--- src/verilog/riscv_pkg.sv ---
// --------------------------------------------------------------------------
// riscv pipeline shared definitions
// widths, instruction encodings, ALU operations and forward selects
// --------------------------------------------------------------------------
package riscv_pkg;

    localparam int xlen        = 32;
    localparam int num_regs    = 32;
    localparam int reg_addr_w  = 5;
    localparam int word_addr_w = 30;

    // addi x0, x0, 0
    localparam logic [xlen-1:0] nop_instr = 32'h0000_0013;

    typedef enum logic [6:0] {
        op_r_type = 7'b0110011,
        op_i_type = 7'b0010011,
        op_load   = 7'b0000011,
        op_store  = 7'b0100011,
        op_branch = 7'b1100011
    } opcode_e;

    typedef enum logic [3:0] {
        alu_nop = 4'd0,
        alu_add = 4'd1,
        alu_sub = 4'd2,
        alu_and = 4'd3,
        alu_or  = 4'd4,
        alu_xor = 4'd5,
        alu_sll = 4'd6,
        alu_sra = 4'd7,
        alu_srl = 4'd8,
        alu_slt = 4'd9
    } alu_op_e;

    // register value, memory-stage ALU result or write-back data
    typedef enum logic [1:0] {
        fwd_none = 2'd0,
        fwd_mem  = 2'd1,
        fwd_wb   = 2'd2
    } fwd_sel_e;

    // caches are big endian, the core is little endian
    function automatic logic [xlen-1:0] byte_swap(input logic [xlen-1:0] word);
        return {<<8{word}};
    endfunction

endpackage

--- src/verilog/fetch_stage.sv ---
// --------------------------------------------------------------------------
// fetch stage
// word program counter, instruction byte swap and the fetch/decode register
// --------------------------------------------------------------------------
`timescale 1ns/1ps

module fetch_stage import riscv_pkg::*; (
    input  logic                   clk,
    input  logic                   rst_n,
    input  logic [xlen-1:0]        icache_rdata,
    input  logic                   front_stall,
    input  logic                   stall_all,
    input  logic                   branch_taken,
    input  logic [word_addr_w-1:0] branch_target,
    output logic [word_addr_w-1:0] icache_addr,
    output logic [xlen-1:0]        id_instr,
    output logic [word_addr_w-1:0] id_pc
);

    logic [word_addr_w-1:0] pc;
    logic                   hold;

    assign hold        = stall_all | front_stall;
    assign icache_addr = pc;

    // pc and the instruction word, a taken branch squashes the fetched slot
    always_ff @(posedge clk) begin
        if (!rst_n) begin
            pc       <= '0;
            id_instr <= nop_instr;
        end else if (!hold) begin
            if (branch_taken) begin
                pc       <= branch_target;
                id_instr <= nop_instr;
            end else begin
                pc       <= pc + 1'b1;
                id_instr <= byte_swap(icache_rdata);
            end
        end
    end

    // address travels with the instruction for the branch target
    always_ff @(posedge clk) begin
        if (!hold) begin
            id_pc <= pc;
        end
    end

endmodule

--- src/verilog/reg_file.sv ---
// --------------------------------------------------------------------------
// register file
// 31 writable registers, x0 reads zero, writes pass through to both readers
// --------------------------------------------------------------------------
`timescale 1ns/1ps

module reg_file import riscv_pkg::*; (
    input  logic                  clk,
    input  logic                  rst_n,
    input  logic [reg_addr_w-1:0] rs1_addr,
    input  logic [reg_addr_w-1:0] rs2_addr,
    input  logic                  wb_en,
    input  logic [reg_addr_w-1:0] wb_rd,
    input  logic [xlen-1:0]       wb_data,
    output logic [xlen-1:0]       rs1_data,
    output logic [xlen-1:0]       rs2_data
);

    logic [xlen-1:0] regs [1:num_regs-1];

    // x0 reads zero, a write in the same cycle returns the new value
    assign rs1_data = (rs1_addr == '0)             ? '0      :
                      (wb_en && wb_rd == rs1_addr) ? wb_data : regs[rs1_addr];
    assign rs2_data = (rs2_addr == '0)             ? '0      :
                      (wb_en && wb_rd == rs2_addr) ? wb_data : regs[rs2_addr];

    // no writes while in reset
    always_ff @(posedge clk) begin
        if (rst_n && wb_en && wb_rd != '0) begin
            regs[wb_rd] <= wb_data;
        end
    end

endmodule

--- src/verilog/decode_stage.sv ---
// --------------------------------------------------------------------------
// decode stage
// field decode, ALU operation, immediates and branch resolution
// --------------------------------------------------------------------------
`timescale 1ns/1ps

module decode_stage import riscv_pkg::*; (
    input  logic [xlen-1:0]        id_instr,
    input  logic [word_addr_w-1:0] id_pc,
    input  logic [xlen-1:0]        rs1_data,
    input  logic [xlen-1:0]        rs2_data,
    input  fwd_sel_e               br_fwd_a,
    input  fwd_sel_e               br_fwd_b,
    input  logic [xlen-1:0]        mem_alu_out,
    input  logic                   branch_stall,
    output logic [reg_addr_w-1:0]  rs1,
    output logic [reg_addr_w-1:0]  rs2,
    output logic [reg_addr_w-1:0]  rd,
    output opcode_e                opcode,
    output alu_op_e                alu_op,
    output logic                   reg_write,
    output logic                   mem_read,
    output logic                   mem_write,
    output logic [xlen-1:0]        imm,
    output logic                   branch_taken,
    output logic [word_addr_w-1:0] branch_target
);

    logic [2:0]      func3;
    logic            is_beq;
    logic            is_bne;
    logic [xlen-1:0] cmp_a;
    logic [xlen-1:0] cmp_b;

    assign opcode = opcode_e'(id_instr[6:0]);
    assign func3  = id_instr[14:12];
    assign rs1    = id_instr[19:15];
    assign rs2    = id_instr[24:20];
    assign rd     = id_instr[11:7];

    assign reg_write = opcode inside {op_r_type, op_i_type, op_load};
    assign mem_read  = (opcode == op_load);
    assign mem_write = (opcode == op_store);
    assign is_beq    = (opcode == op_branch) && (func3 == 3'b000);
    assign is_bne    = (opcode == op_branch) && (func3 == 3'b001);

    // ALU operation from opcode, func3 and bit 30
    always_comb begin
        alu_op = alu_nop;
        if (opcode == op_r_type) begin
            case (func3)
                3'b000:  alu_op = id_instr[30] ? alu_sub : alu_add;
                3'b010:  alu_op = alu_slt;
                3'b100:  alu_op = alu_xor;
                3'b110:  alu_op = alu_or;
                3'b111:  alu_op = alu_and;
                default: alu_op = alu_nop;
            endcase
        end else if (opcode == op_i_type) begin
            case (func3)
                3'b000:  alu_op = alu_add;
                3'b001:  alu_op = alu_sll;
                3'b010:  alu_op = alu_slt;
                3'b100:  alu_op = alu_xor;
                3'b101:  alu_op = id_instr[30] ? alu_sra : alu_srl;
                3'b110:  alu_op = alu_or;
                default: alu_op = alu_and;
            endcase
        end else if (mem_read || mem_write) begin
            alu_op = alu_add;
        end
    end

    // immediate generation
    always_comb begin
        if (opcode == op_branch) begin
            imm = {{20{id_instr[31]}}, id_instr[7], id_instr[30:25], id_instr[11:8], 1'b0};
        end else if (mem_write) begin
            imm = {{20{id_instr[31]}}, id_instr[31:25], id_instr[11:7]};
        end else if (opcode == op_i_type && func3[1:0] == 2'b01) begin
            // shift amount only
            imm = {27'd0, id_instr[24:20]};
        end else begin
            imm = {{20{id_instr[31]}}, id_instr[31:20]};
        end
    end

    // branch compare, write-back values already come through the reg file
    assign cmp_a = (br_fwd_a == fwd_mem) ? mem_alu_out : rs1_data;
    assign cmp_b = (br_fwd_b == fwd_mem) ? mem_alu_out : rs2_data;

    assign branch_taken  = !branch_stall &&
                           ((is_beq && cmp_a == cmp_b) || (is_bne && cmp_a != cmp_b));
    assign branch_target = id_pc + imm[word_addr_w+1:2];

endmodule

--- src/verilog/hazard_unit.sv ---
// --------------------------------------------------------------------------
// hazard unit
// load-use and branch-operand stalls, forward selects for decode and execute
// --------------------------------------------------------------------------
`timescale 1ns/1ps

module hazard_unit import riscv_pkg::*; (
    input  opcode_e               opcode,
    input  logic [reg_addr_w-1:0] rs1,
    input  logic [reg_addr_w-1:0] rs2,
    input  logic [reg_addr_w-1:0] ex_rd,
    input  logic                  ex_reg_write,
    input  logic                  ex_mem_read,
    input  logic [reg_addr_w-1:0] mem_rd,
    input  logic                  mem_reg_write,
    input  logic                  mem_mem_read,
    input  logic                  icache_stall,
    output logic                  load_use_stall,
    output logic                  branch_stall,
    output logic                  front_stall,
    output fwd_sel_e              br_fwd_a,
    output fwd_sel_e              br_fwd_b,
    output fwd_sel_e              ex_fwd_a,
    output fwd_sel_e              ex_fwd_b
);

    logic uses_rs1;
    logic uses_rs2;
    logic is_branch;
    logic ex_hit_a;
    logic ex_hit_b;
    logic mem_hit_a;
    logic mem_hit_b;

    assign is_branch = (opcode == op_branch);
    assign uses_rs1  = opcode inside {op_r_type, op_i_type, op_load, op_store, op_branch};
    assign uses_rs2  = opcode inside {op_r_type, op_store, op_branch};

    // producer matches, destination x0 never counts
    assign ex_hit_a  = uses_rs1 && ex_reg_write && ex_rd != '0 && ex_rd == rs1;
    assign ex_hit_b  = uses_rs2 && ex_reg_write && ex_rd != '0 && ex_rd == rs2;
    assign mem_hit_a = uses_rs1 && mem_reg_write && mem_rd != '0 && mem_rd == rs1;
    assign mem_hit_b = uses_rs2 && mem_reg_write && mem_rd != '0 && mem_rd == rs2;

    assign load_use_stall = ex_mem_read && (ex_hit_a || ex_hit_b);

    // branches compare in decode, so execute results and loads in memory are too late
    assign branch_stall = is_branch &&
                          (ex_hit_a || ex_hit_b || (mem_mem_read && (mem_hit_a || mem_hit_b)));

    assign front_stall = icache_stall | load_use_stall | branch_stall;

    assign br_fwd_a = mem_hit_a ? fwd_mem : fwd_none;
    assign br_fwd_b = mem_hit_b ? fwd_mem : fwd_none;

    // seen from execute one cycle later, today's execute is then in memory
    assign ex_fwd_a = ex_hit_a ? fwd_mem : (mem_hit_a ? fwd_wb : fwd_none);
    assign ex_fwd_b = ex_hit_b ? fwd_mem : (mem_hit_b ? fwd_wb : fwd_none);

endmodule

--- src/verilog/execute_stage.sv ---
// --------------------------------------------------------------------------
// execute stage
// decode/execute register, operand forwarding, ALU, execute/memory register
// --------------------------------------------------------------------------
`timescale 1ns/1ps

module execute_stage import riscv_pkg::*; (
    input  logic                  clk,
    input  logic                  rst_n,
    input  logic                  stall_all,
    input  logic                  bubble,
    input  alu_op_e               alu_op,
    input  logic [xlen-1:0]       operand_a,
    input  logic [xlen-1:0]       operand_b,
    input  logic [xlen-1:0]       store_data,
    input  logic [reg_addr_w-1:0] rd,
    input  logic                  reg_write,
    input  logic                  mem_read,
    input  logic                  mem_write,
    input  fwd_sel_e              fwd_a,
    input  fwd_sel_e              fwd_b,
    input  fwd_sel_e              fwd_store,
    input  logic [xlen-1:0]       wb_data,
    output logic [reg_addr_w-1:0] ex_rd,
    output logic                  ex_reg_write,
    output logic                  ex_mem_read,
    output logic [xlen-1:0]       mem_alu_out,
    output logic [xlen-1:0]       mem_store_data,
    output logic [reg_addr_w-1:0] mem_rd,
    output logic                  mem_reg_write,
    output logic                  mem_mem_read,
    output logic                  mem_mem_write
);

    alu_op_e         ex_alu_op;
    logic            ex_mem_write;
    fwd_sel_e        ex_fwd_a;
    fwd_sel_e        ex_fwd_b;
    fwd_sel_e        ex_fwd_store;
    logic [xlen-1:0] ex_op_a;
    logic [xlen-1:0] ex_op_b;
    logic [xlen-1:0] ex_store;
    logic [xlen-1:0] alu_a;
    logic [xlen-1:0] alu_b;
    logic [xlen-1:0] fwd_store_data;
    logic [xlen-1:0] sub_result;
    logic [xlen-1:0] alu_out;

    // --------------------------------------------------------------------------
    // decode/execute register

    always_ff @(posedge clk) begin
        if (!rst_n) begin
            ex_alu_op    <= alu_nop;
            ex_reg_write <= 1'b0;
            ex_mem_read  <= 1'b0;
            ex_mem_write <= 1'b0;
            ex_fwd_a     <= fwd_none;
            ex_fwd_b     <= fwd_none;
            ex_fwd_store <= fwd_none;
        end else if (!stall_all) begin
            ex_alu_op    <= bubble ? alu_nop : alu_op;
            ex_reg_write <= reg_write & ~bubble;
            ex_mem_read  <= mem_read & ~bubble;
            ex_mem_write <= mem_write & ~bubble;
            ex_fwd_a     <= bubble ? fwd_none : fwd_a;
            ex_fwd_b     <= bubble ? fwd_none : fwd_b;
            ex_fwd_store <= bubble ? fwd_none : fwd_store;
        end
    end

    always_ff @(posedge clk) begin
        if (!stall_all) begin
            ex_rd    <= rd;
            ex_op_a  <= operand_a;
            ex_op_b  <= operand_b;
            ex_store <= store_data;
        end
    end

    // --------------------------------------------------------------------------
    // forwarding and ALU

    function automatic logic [xlen-1:0] fwd_mux(input fwd_sel_e        sel,
                                                input logic [xlen-1:0] reg_val,
                                                input logic [xlen-1:0] mem_val,
                                                input logic [xlen-1:0] wb_val);
        case (sel)
            fwd_mem: return mem_val;
            fwd_wb:  return wb_val;
            default: return reg_val;
        endcase
    endfunction

    assign alu_a          = fwd_mux(ex_fwd_a, ex_op_a, mem_alu_out, wb_data);
    assign alu_b          = fwd_mux(ex_fwd_b, ex_op_b, mem_alu_out, wb_data);
    assign fwd_store_data = fwd_mux(ex_fwd_store, ex_store, mem_alu_out, wb_data);
    assign sub_result     = alu_a - alu_b;

    always_comb begin
        case (ex_alu_op)
            alu_add: alu_out = alu_a + alu_b;
            alu_sub: alu_out = sub_result;
            alu_and: alu_out = alu_a & alu_b;
            alu_or:  alu_out = alu_a | alu_b;
            alu_xor: alu_out = alu_a ^ alu_b;
            alu_sll: alu_out = alu_a << alu_b[4:0];
            alu_sra: alu_out = $signed(alu_a) >>> alu_b[4:0];
            alu_srl: alu_out = alu_a >> alu_b[4:0];
            // sign of the difference
            alu_slt: alu_out = {{(xlen-1){1'b0}}, sub_result[xlen-1]};
            default: alu_out = '0;
        endcase
    end

    // --------------------------------------------------------------------------
    // execute/memory register

    always_ff @(posedge clk) begin
        if (!rst_n) begin
            mem_reg_write <= 1'b0;
            mem_mem_read  <= 1'b0;
            mem_mem_write <= 1'b0;
        end else if (!stall_all) begin
            mem_reg_write <= ex_reg_write;
            mem_mem_read  <= ex_mem_read;
            mem_mem_write <= ex_mem_write;
        end
    end

    always_ff @(posedge clk) begin
        if (!stall_all) begin
            mem_rd         <= ex_rd;
            mem_alu_out    <= alu_out;
            mem_store_data <= fwd_store_data;
        end
    end

endmodule

--- src/verilog/mem_wb_stage.sv ---
// --------------------------------------------------------------------------
// memory stage
// data cache request, load data select and the memory/write-back register
// --------------------------------------------------------------------------
`timescale 1ns/1ps

module mem_wb_stage import riscv_pkg::*; (
    input  logic                   clk,
    input  logic                   rst_n,
    input  logic                   stall_all,
    input  logic [xlen-1:0]        mem_alu_out,
    input  logic [xlen-1:0]        mem_store_data,
    input  logic [reg_addr_w-1:0]  mem_rd,
    input  logic                   mem_reg_write,
    input  logic                   mem_mem_read,
    input  logic                   mem_mem_write,
    input  logic [xlen-1:0]        dcache_rdata,
    output logic                   dcache_ren,
    output logic                   dcache_wen,
    output logic [word_addr_w-1:0] dcache_addr,
    output logic [xlen-1:0]        dcache_wdata,
    output logic                   wb_en,
    output logic [reg_addr_w-1:0]  wb_rd,
    output logic [xlen-1:0]        wb_data
);

    assign dcache_ren   = mem_mem_read;
    assign dcache_wen   = mem_mem_write;
    assign dcache_addr  = mem_alu_out[word_addr_w+1:2];
    assign dcache_wdata = byte_swap(mem_store_data);

    always_ff @(posedge clk) begin
        if (!rst_n) begin
            wb_en <= 1'b0;
        end else if (!stall_all) begin
            wb_en <= mem_reg_write && mem_rd != '0;
        end
    end

    always_ff @(posedge clk) begin
        if (!stall_all) begin
            wb_rd   <= mem_rd;
            wb_data <= mem_mem_read ? byte_swap(dcache_rdata) : mem_alu_out;
        end
    end

endmodule

--- src/verilog/riscv_pipeline.sv ---
// --------------------------------------------------------------------------
// five-stage RISC-V integer pipeline
// fetch, decode, execute, memory and write-back with cache ports
// --------------------------------------------------------------------------
`timescale 1ns/1ps

module riscv_pipeline import riscv_pkg::*; (
    input  logic                   clk,
    input  logic                   rst_n,
    input  logic [xlen-1:0]        icache_rdata,
    input  logic                   icache_stall,
    input  logic [xlen-1:0]        dcache_rdata,
    input  logic                   dcache_stall,
    output logic [word_addr_w-1:0] icache_addr,
    output logic                   dcache_ren,
    output logic                   dcache_wen,
    output logic [word_addr_w-1:0] dcache_addr,
    output logic [xlen-1:0]        dcache_wdata
);

    logic [xlen-1:0]        id_instr;
    logic [word_addr_w-1:0] id_pc;
    logic [reg_addr_w-1:0]  rs1, rs2, rd;
    opcode_e                opcode;
    alu_op_e                alu_op;
    logic                   reg_write, mem_read, mem_write;
    logic [xlen-1:0]        imm, rs1_data, rs2_data, operand_b;
    logic                   branch_taken, branch_stall, front_stall;
    logic [word_addr_w-1:0] branch_target;
    fwd_sel_e               br_fwd_a, br_fwd_b, ex_fwd_a, ex_fwd_b, fwd_b;
    logic [reg_addr_w-1:0]  ex_rd, mem_rd, wb_rd;
    logic                   ex_reg_write, ex_mem_read;
    logic                   mem_reg_write, mem_mem_read, mem_mem_write;
    logic [xlen-1:0]        mem_alu_out, mem_store_data, wb_data;
    logic                   wb_en;

    // only R-type takes rs2 into the ALU, stores carry it as data
    assign operand_b = (opcode == op_r_type) ? rs2_data : imm;
    assign fwd_b     = (opcode == op_r_type) ? ex_fwd_b : fwd_none;

    fetch_stage fetch_i (
        .clk, .rst_n, .icache_rdata, .front_stall, .stall_all (dcache_stall),
        .branch_taken, .branch_target, .icache_addr, .id_instr, .id_pc
    );

    reg_file reg_file_i (
        .clk, .rst_n, .rs1_addr (rs1), .rs2_addr (rs2), .wb_en, .wb_rd, .wb_data,
        .rs1_data, .rs2_data
    );

    decode_stage decode_i (
        .id_instr, .id_pc, .rs1_data, .rs2_data, .br_fwd_a, .br_fwd_b, .mem_alu_out,
        .branch_stall, .rs1, .rs2, .rd, .opcode, .alu_op, .reg_write, .mem_read,
        .mem_write, .imm, .branch_taken, .branch_target
    );

    hazard_unit hazard_i (
        .opcode, .rs1, .rs2, .ex_rd, .ex_reg_write, .ex_mem_read, .mem_rd,
        .mem_reg_write, .mem_mem_read, .icache_stall, .load_use_stall (),
        .branch_stall, .front_stall, .br_fwd_a, .br_fwd_b, .ex_fwd_a, .ex_fwd_b
    );

    execute_stage execute_i (
        .clk, .rst_n, .stall_all (dcache_stall), .bubble (front_stall), .alu_op,
        .operand_a (rs1_data), .operand_b, .store_data (rs2_data), .rd, .reg_write,
        .mem_read, .mem_write, .fwd_a (ex_fwd_a), .fwd_b, .fwd_store (ex_fwd_b),
        .wb_data, .ex_rd, .ex_reg_write, .ex_mem_read, .mem_alu_out, .mem_store_data,
        .mem_rd, .mem_reg_write, .mem_mem_read, .mem_mem_write
    );

    mem_wb_stage mem_wb_i (
        .clk, .rst_n, .stall_all (dcache_stall), .mem_alu_out, .mem_store_data,
        .mem_rd, .mem_reg_write, .mem_mem_read, .mem_mem_write, .dcache_rdata,
        .dcache_ren, .dcache_wen, .dcache_addr, .dcache_wdata, .wb_en, .wb_rd, .wb_data
    );

endmodule

--- config.mk ---
export PLATFORM = sky130hd
export DESIGN_NAME = riscv_pipeline
export DESIGN_NICKNAME = d
export VERILOG_FILES = /design/src/verilog/riscv_pkg.sv /design/src/verilog/fetch_stage.sv /design/src/verilog/reg_file.sv /design/src/verilog/decode_stage.sv /design/src/verilog/hazard_unit.sv /design/src/verilog/execute_stage.sv /design/src/verilog/mem_wb_stage.sv /design/src/verilog/riscv_pipeline.sv
export SDC_FILE = /design/constraint.sdc
export NUM_CORES = 2
export LEC_CHECK = 0
export BUFFER_PORTS_ARGS = -buffer_cell sky130_fd_sc_hd__buf_2
export CAP_MARGIN = 20
export CORE_ASPECT_RATIO = 0.75
export CORE_MARGIN = 3
export CORE_UTILIZATION = 60
export CTS_CLUSTER_DIAMETER = 60
export DETAILED_ROUTE_END_ITERATION = 8
export PLACE_DENSITY = 0.79
export SKIP_CTS_REPAIR_TIMING = 1
export SYNTH_ARGS = -nofsm -noshare
export SYNTH_HDL_FRONTEND = slang
export SYNTH_SLANG_ARGS = --single-unit
--- constraint.sdc ---
create_clock -name clk -period 14.95 [get_ports clk]
set_input_delay 2.99 -clock clk [delete_from_list [all_inputs] [get_ports clk]]
set_output_delay 2.99 -clock clk [all_outputs]
set_load 0.005 [all_outputs]
==> summary.txt <==
Yosys
  • Share of the yosys chip area belonging to registers: 53.03%
  • Yosys top cell area share: 50.58%
  • Synth cell types: 117
  • Synth Net Count: 5916
  • Post-synth EDFFs: 1229
  • Cells after Synth: 5713
  • Synth area leaders: edfxtp_1 (51%), mux4_2 (13%), dfxtp_1 (2.4%)
  • Post-synthesis async set-or-reset flop share: 0%
  • Cell Area, Synth: 72960 um^2
  • Synth area leader: edfxtp_1
  • Register bit count reported by yosys: 1318
  • Syn Area/Cell: 12.77 um^2
  • Synth Flop Type: edfxtp_1
  • Synth Warn #: 0

Placement
  • Routability cong.: 1.029
  • IO Port Bufs: 161
  • Dpl cells: 7199
  • DP Worst Slack: 7.369 ns
  • Post-DP HPWL: 172200 um

Routing
  • Antenna-violating nets left: 0
  • Iteration-0 DRC Markers: 11247
  • Drt via density: 7.632
  • DR WL/cell: 35.45 um
  • Final wirelength: 264300 um
  • Drt first pass iters: 9
  • Drt drc: 0
  • DR vias: 56904

Cells and area
  • Reg area: 38710 um^2
  • Multi-input logic area: 31140 um^2
  • Layout area overhead: 8.698%
  • Finished Layout Cells: 7456
  • # fillers: 8461
  • Nets: 5924
  • Layout cell share with drive strength beyond 1: 19.82%

Clock tree
  • Clock tree from TritonCTS: built
  • Worst-path clk slew: 0.06 ns
  • Root Driver: clkbuf_16
  • Inserted Clock Buffers: 134
  • Max Root-Sink Buffers: 3
  • Worst-skew pair later-pin latency: 0.80 ns
  • CTS sink count: 1318
  • H-Tree Depth: 4

Timing
  • Slew headroom: 22.20%
  • Final Critical Period: 7.916 ns
  • Tcrit/Tclk final: 52.95%
  • Setup violators final: 0
  • Setup ws final: 7.034 ns
  • Endpoints failing hold: 0
  • F_max: 126.3 MHz
  • Pins Over Slew Limit: 0
  • Worst Max-Slew Pin Slew: 1.157 ns
  • Setup Skew: 0.04707 ns
  • Setup TNS: 0 ns
  • RSZ-0062 raised after global routing: no

Hold path
  • Hold/Removal Path Class: flop to flop

Die
  • Die W: 408.7 um
  • Chip height: 308.0 um
  • Die area: 125900 um^2
  • Core Rows: 110
  • I/O pins: 162
  • Core area: 120300 um^2
  • Starting Density: 60.65%

Power and ir drop
  • VDD IR-drop max: 0.1261 mV
  • Leakage: 26.33 nW
  • Pwr per Cell Area: 112.3 nW/um^2

Outcome
  • Outcome: complete, no violations

Global route
  • Initial antenna violation count: 11
  • Global-route wire length before repair: 375800 um
  • Gr usage total: 41.24%
  • Grt total ovfl: 0
  • Largest net degree at the start of global routing: 100
  • Vias in the first global route: 53940

Worst setup path
  • Crit Path Max Fanout: 99
  • WP data required: 15.58 ns
  • Worst Setup Start Kind: flop
  • Critical Setup Path Class: flop to flop
  • Data arrival time of the critical path: 8.55 ns
  • CP Capture Type: flop

Run
  • Total of max-cap violations: 0
==> cell type report <==
class / instances / share of cell area, %
Multi-Input combinational cell: 3753 / 39.27
Sequential cell: 1318 / 48.82
Antenna cell: 11 / 0.03471
Tap cell: 1624 / 2.562
Clock inverter: 61 / 0.8330
Clock buffer: 175 / 4.661
Timing Repair Buffer: 351 / 3.045
Inverter: 163 / 0.7825
==> critical path: stages (launching register included) <==
cell       delay (ns)
dfxtp_4          0.96
buf_4            0.82
buf_12           0.62
mux4_2           0.62
a22o_1           0.25
a221oi_1         0.35
a2bb2oi_1        0.24
a211oi_1         0.28
or4b_2           0.17
a21oi_1          0.06
nor4_1           0.69
nand4_1          0.53
or2_4            0.43
o311ai_4         0.25
buf_4            0.69
mux2i_1          0.32
a211oi_2         0.09
==> per-stage QoR <==
stage                     hold slack, ns  total power, mW  util [%]  instance area, um^2
final                             0.4590            8.903     65.93                79300
after global routing              0.4770            9.109     65.92                79290
after CTS                         0.4570            8.823     65.72                79050
after detailed placement          0.4389            5.498     62.10                74700
after global placement            0.4270            5.479     62.09                74690
after floorplan                   0.4167            5.071         -                72960
==> cells by family after synthesis <==
group	count (synthesis)	synth area share, %
buf+inv	642	4.744
compound gates	1512	13.81
fa+ha+maj	135	2.346
xor+xnor	91	1.092
flops	1318	53.03
simple gates	1377	8.648
mux	638	16.34
==> cell usage after synthesis (22+ instances only) <==
master        n
o31ai_1      22
or3_1        45
a211o_1      62
nand2b_1     36
nor3_1       80
buf_2        61
buf_6        27
o21a_1       28
xor2_1       32
a31oi_1      61
ha_1        132
buf_12       22
o22ai_1     157
mux4_2      429
dfxtp_1      89
a211oi_1     57
nor2b_1      35
mux2i_1     160
a22oi_1     144
xnor2_1      59
nor2_1      468
inv_1       159
o21ai_0     306
o211ai_1     33
edfxtp_1   1229
nand4_1      30
buf_4        62
and2_1       36
a221oi_1     47
nand2_1     450
o2111ai_1    25
clkbuf_1    251
or2_2        26
a21oi_1     297
mux2_2       42
nand3_1      69
o21ai_1      28
buf_1        37
a21o_1       30
==> sequential cells by signal, summed over array words and instances (netlist names), 4 cells and up, named ones only <==
register and cells:
fetch_i.icache_addr 30, execute_i.ex_alu_op 4, execute_i.mem_alu_out 32, execute_i.ex_store 32, execute_i.ex_op_a 32, execute_i.ex_op_b 32, fetch_i.id_instr 32, execute_i.mem_rd 5
mem_wb_i.wb_rd 5, execute_i.mem_store_data 32, reg_file_i.regs 992, fetch_i.id_pc 30, execute_i.ex_rd 5, mem_wb_i.wb_data 32
==> metal layers <==
layer	vias to the layer above	track usage, %	share of wire (%)
met5	-	1.349	0.12
met2	5572	56.17	41
met4	10	18.56	5.2
met1	27793	56.88	36
met3	1003	18.52	18
li1	22526	-	-
==> worst paths after layout <==
| path | from | to | slack, ns | cells past startpoint |
|---|---|---|---|---|
| setup / recovery | flop | fetch_i.icache_addr[11] | 7.03 | 16 |
| hold / removal | fetch_i.id_instr[27] | fetch_i.id_instr[27] | 0.46 | 2 |
| setup reg to reg | flop | fetch_i.icache_addr[11] | 7.03 | 16 |
| hold reg to reg | fetch_i.id_instr[27] | fetch_i.id_instr[27] | 0.46 | 2 |
==> layout by cell type (no fill, tap or decap), drive strengths merged, types with 16 or more instances in the layout <==
cell	count
a211o	62
a211oi	65
a21o	30
a21oi	298
a221o	21
a221oi	48
a22oi	145
a311oi	21
a31oi	62
and2	39
buf	350
clkbuf	176
clkinv	46
dfxtp	89
edfxtp	1229
ha	132
inv	168
mux2	42
mux2i	160
mux4	436
nand2	450
nand2b	36
nand3	69
nand4	30
nor2	469
nor2b	35
nor3	84
nor4	16
o2111ai	25
o211ai	33
o21a	28
o21ai	340
o21bai	19
o221ai	19
o22ai	157
o31ai	23
or2	36
or3	45
xnor2	59
xor2	32
==> power breakdown <==
| part | total, mW | internal, mW | switching (mW) |
|---|---|---|---|
| Sequential | 4.23 | 4.14 | 0.0938 |
| Clock | 3.39 | 1.89 | 1.51 |
| Combinational | 1.28 | 0.419 | 0.860 |
Note: power is estimated with default switching activity, not from simulation.
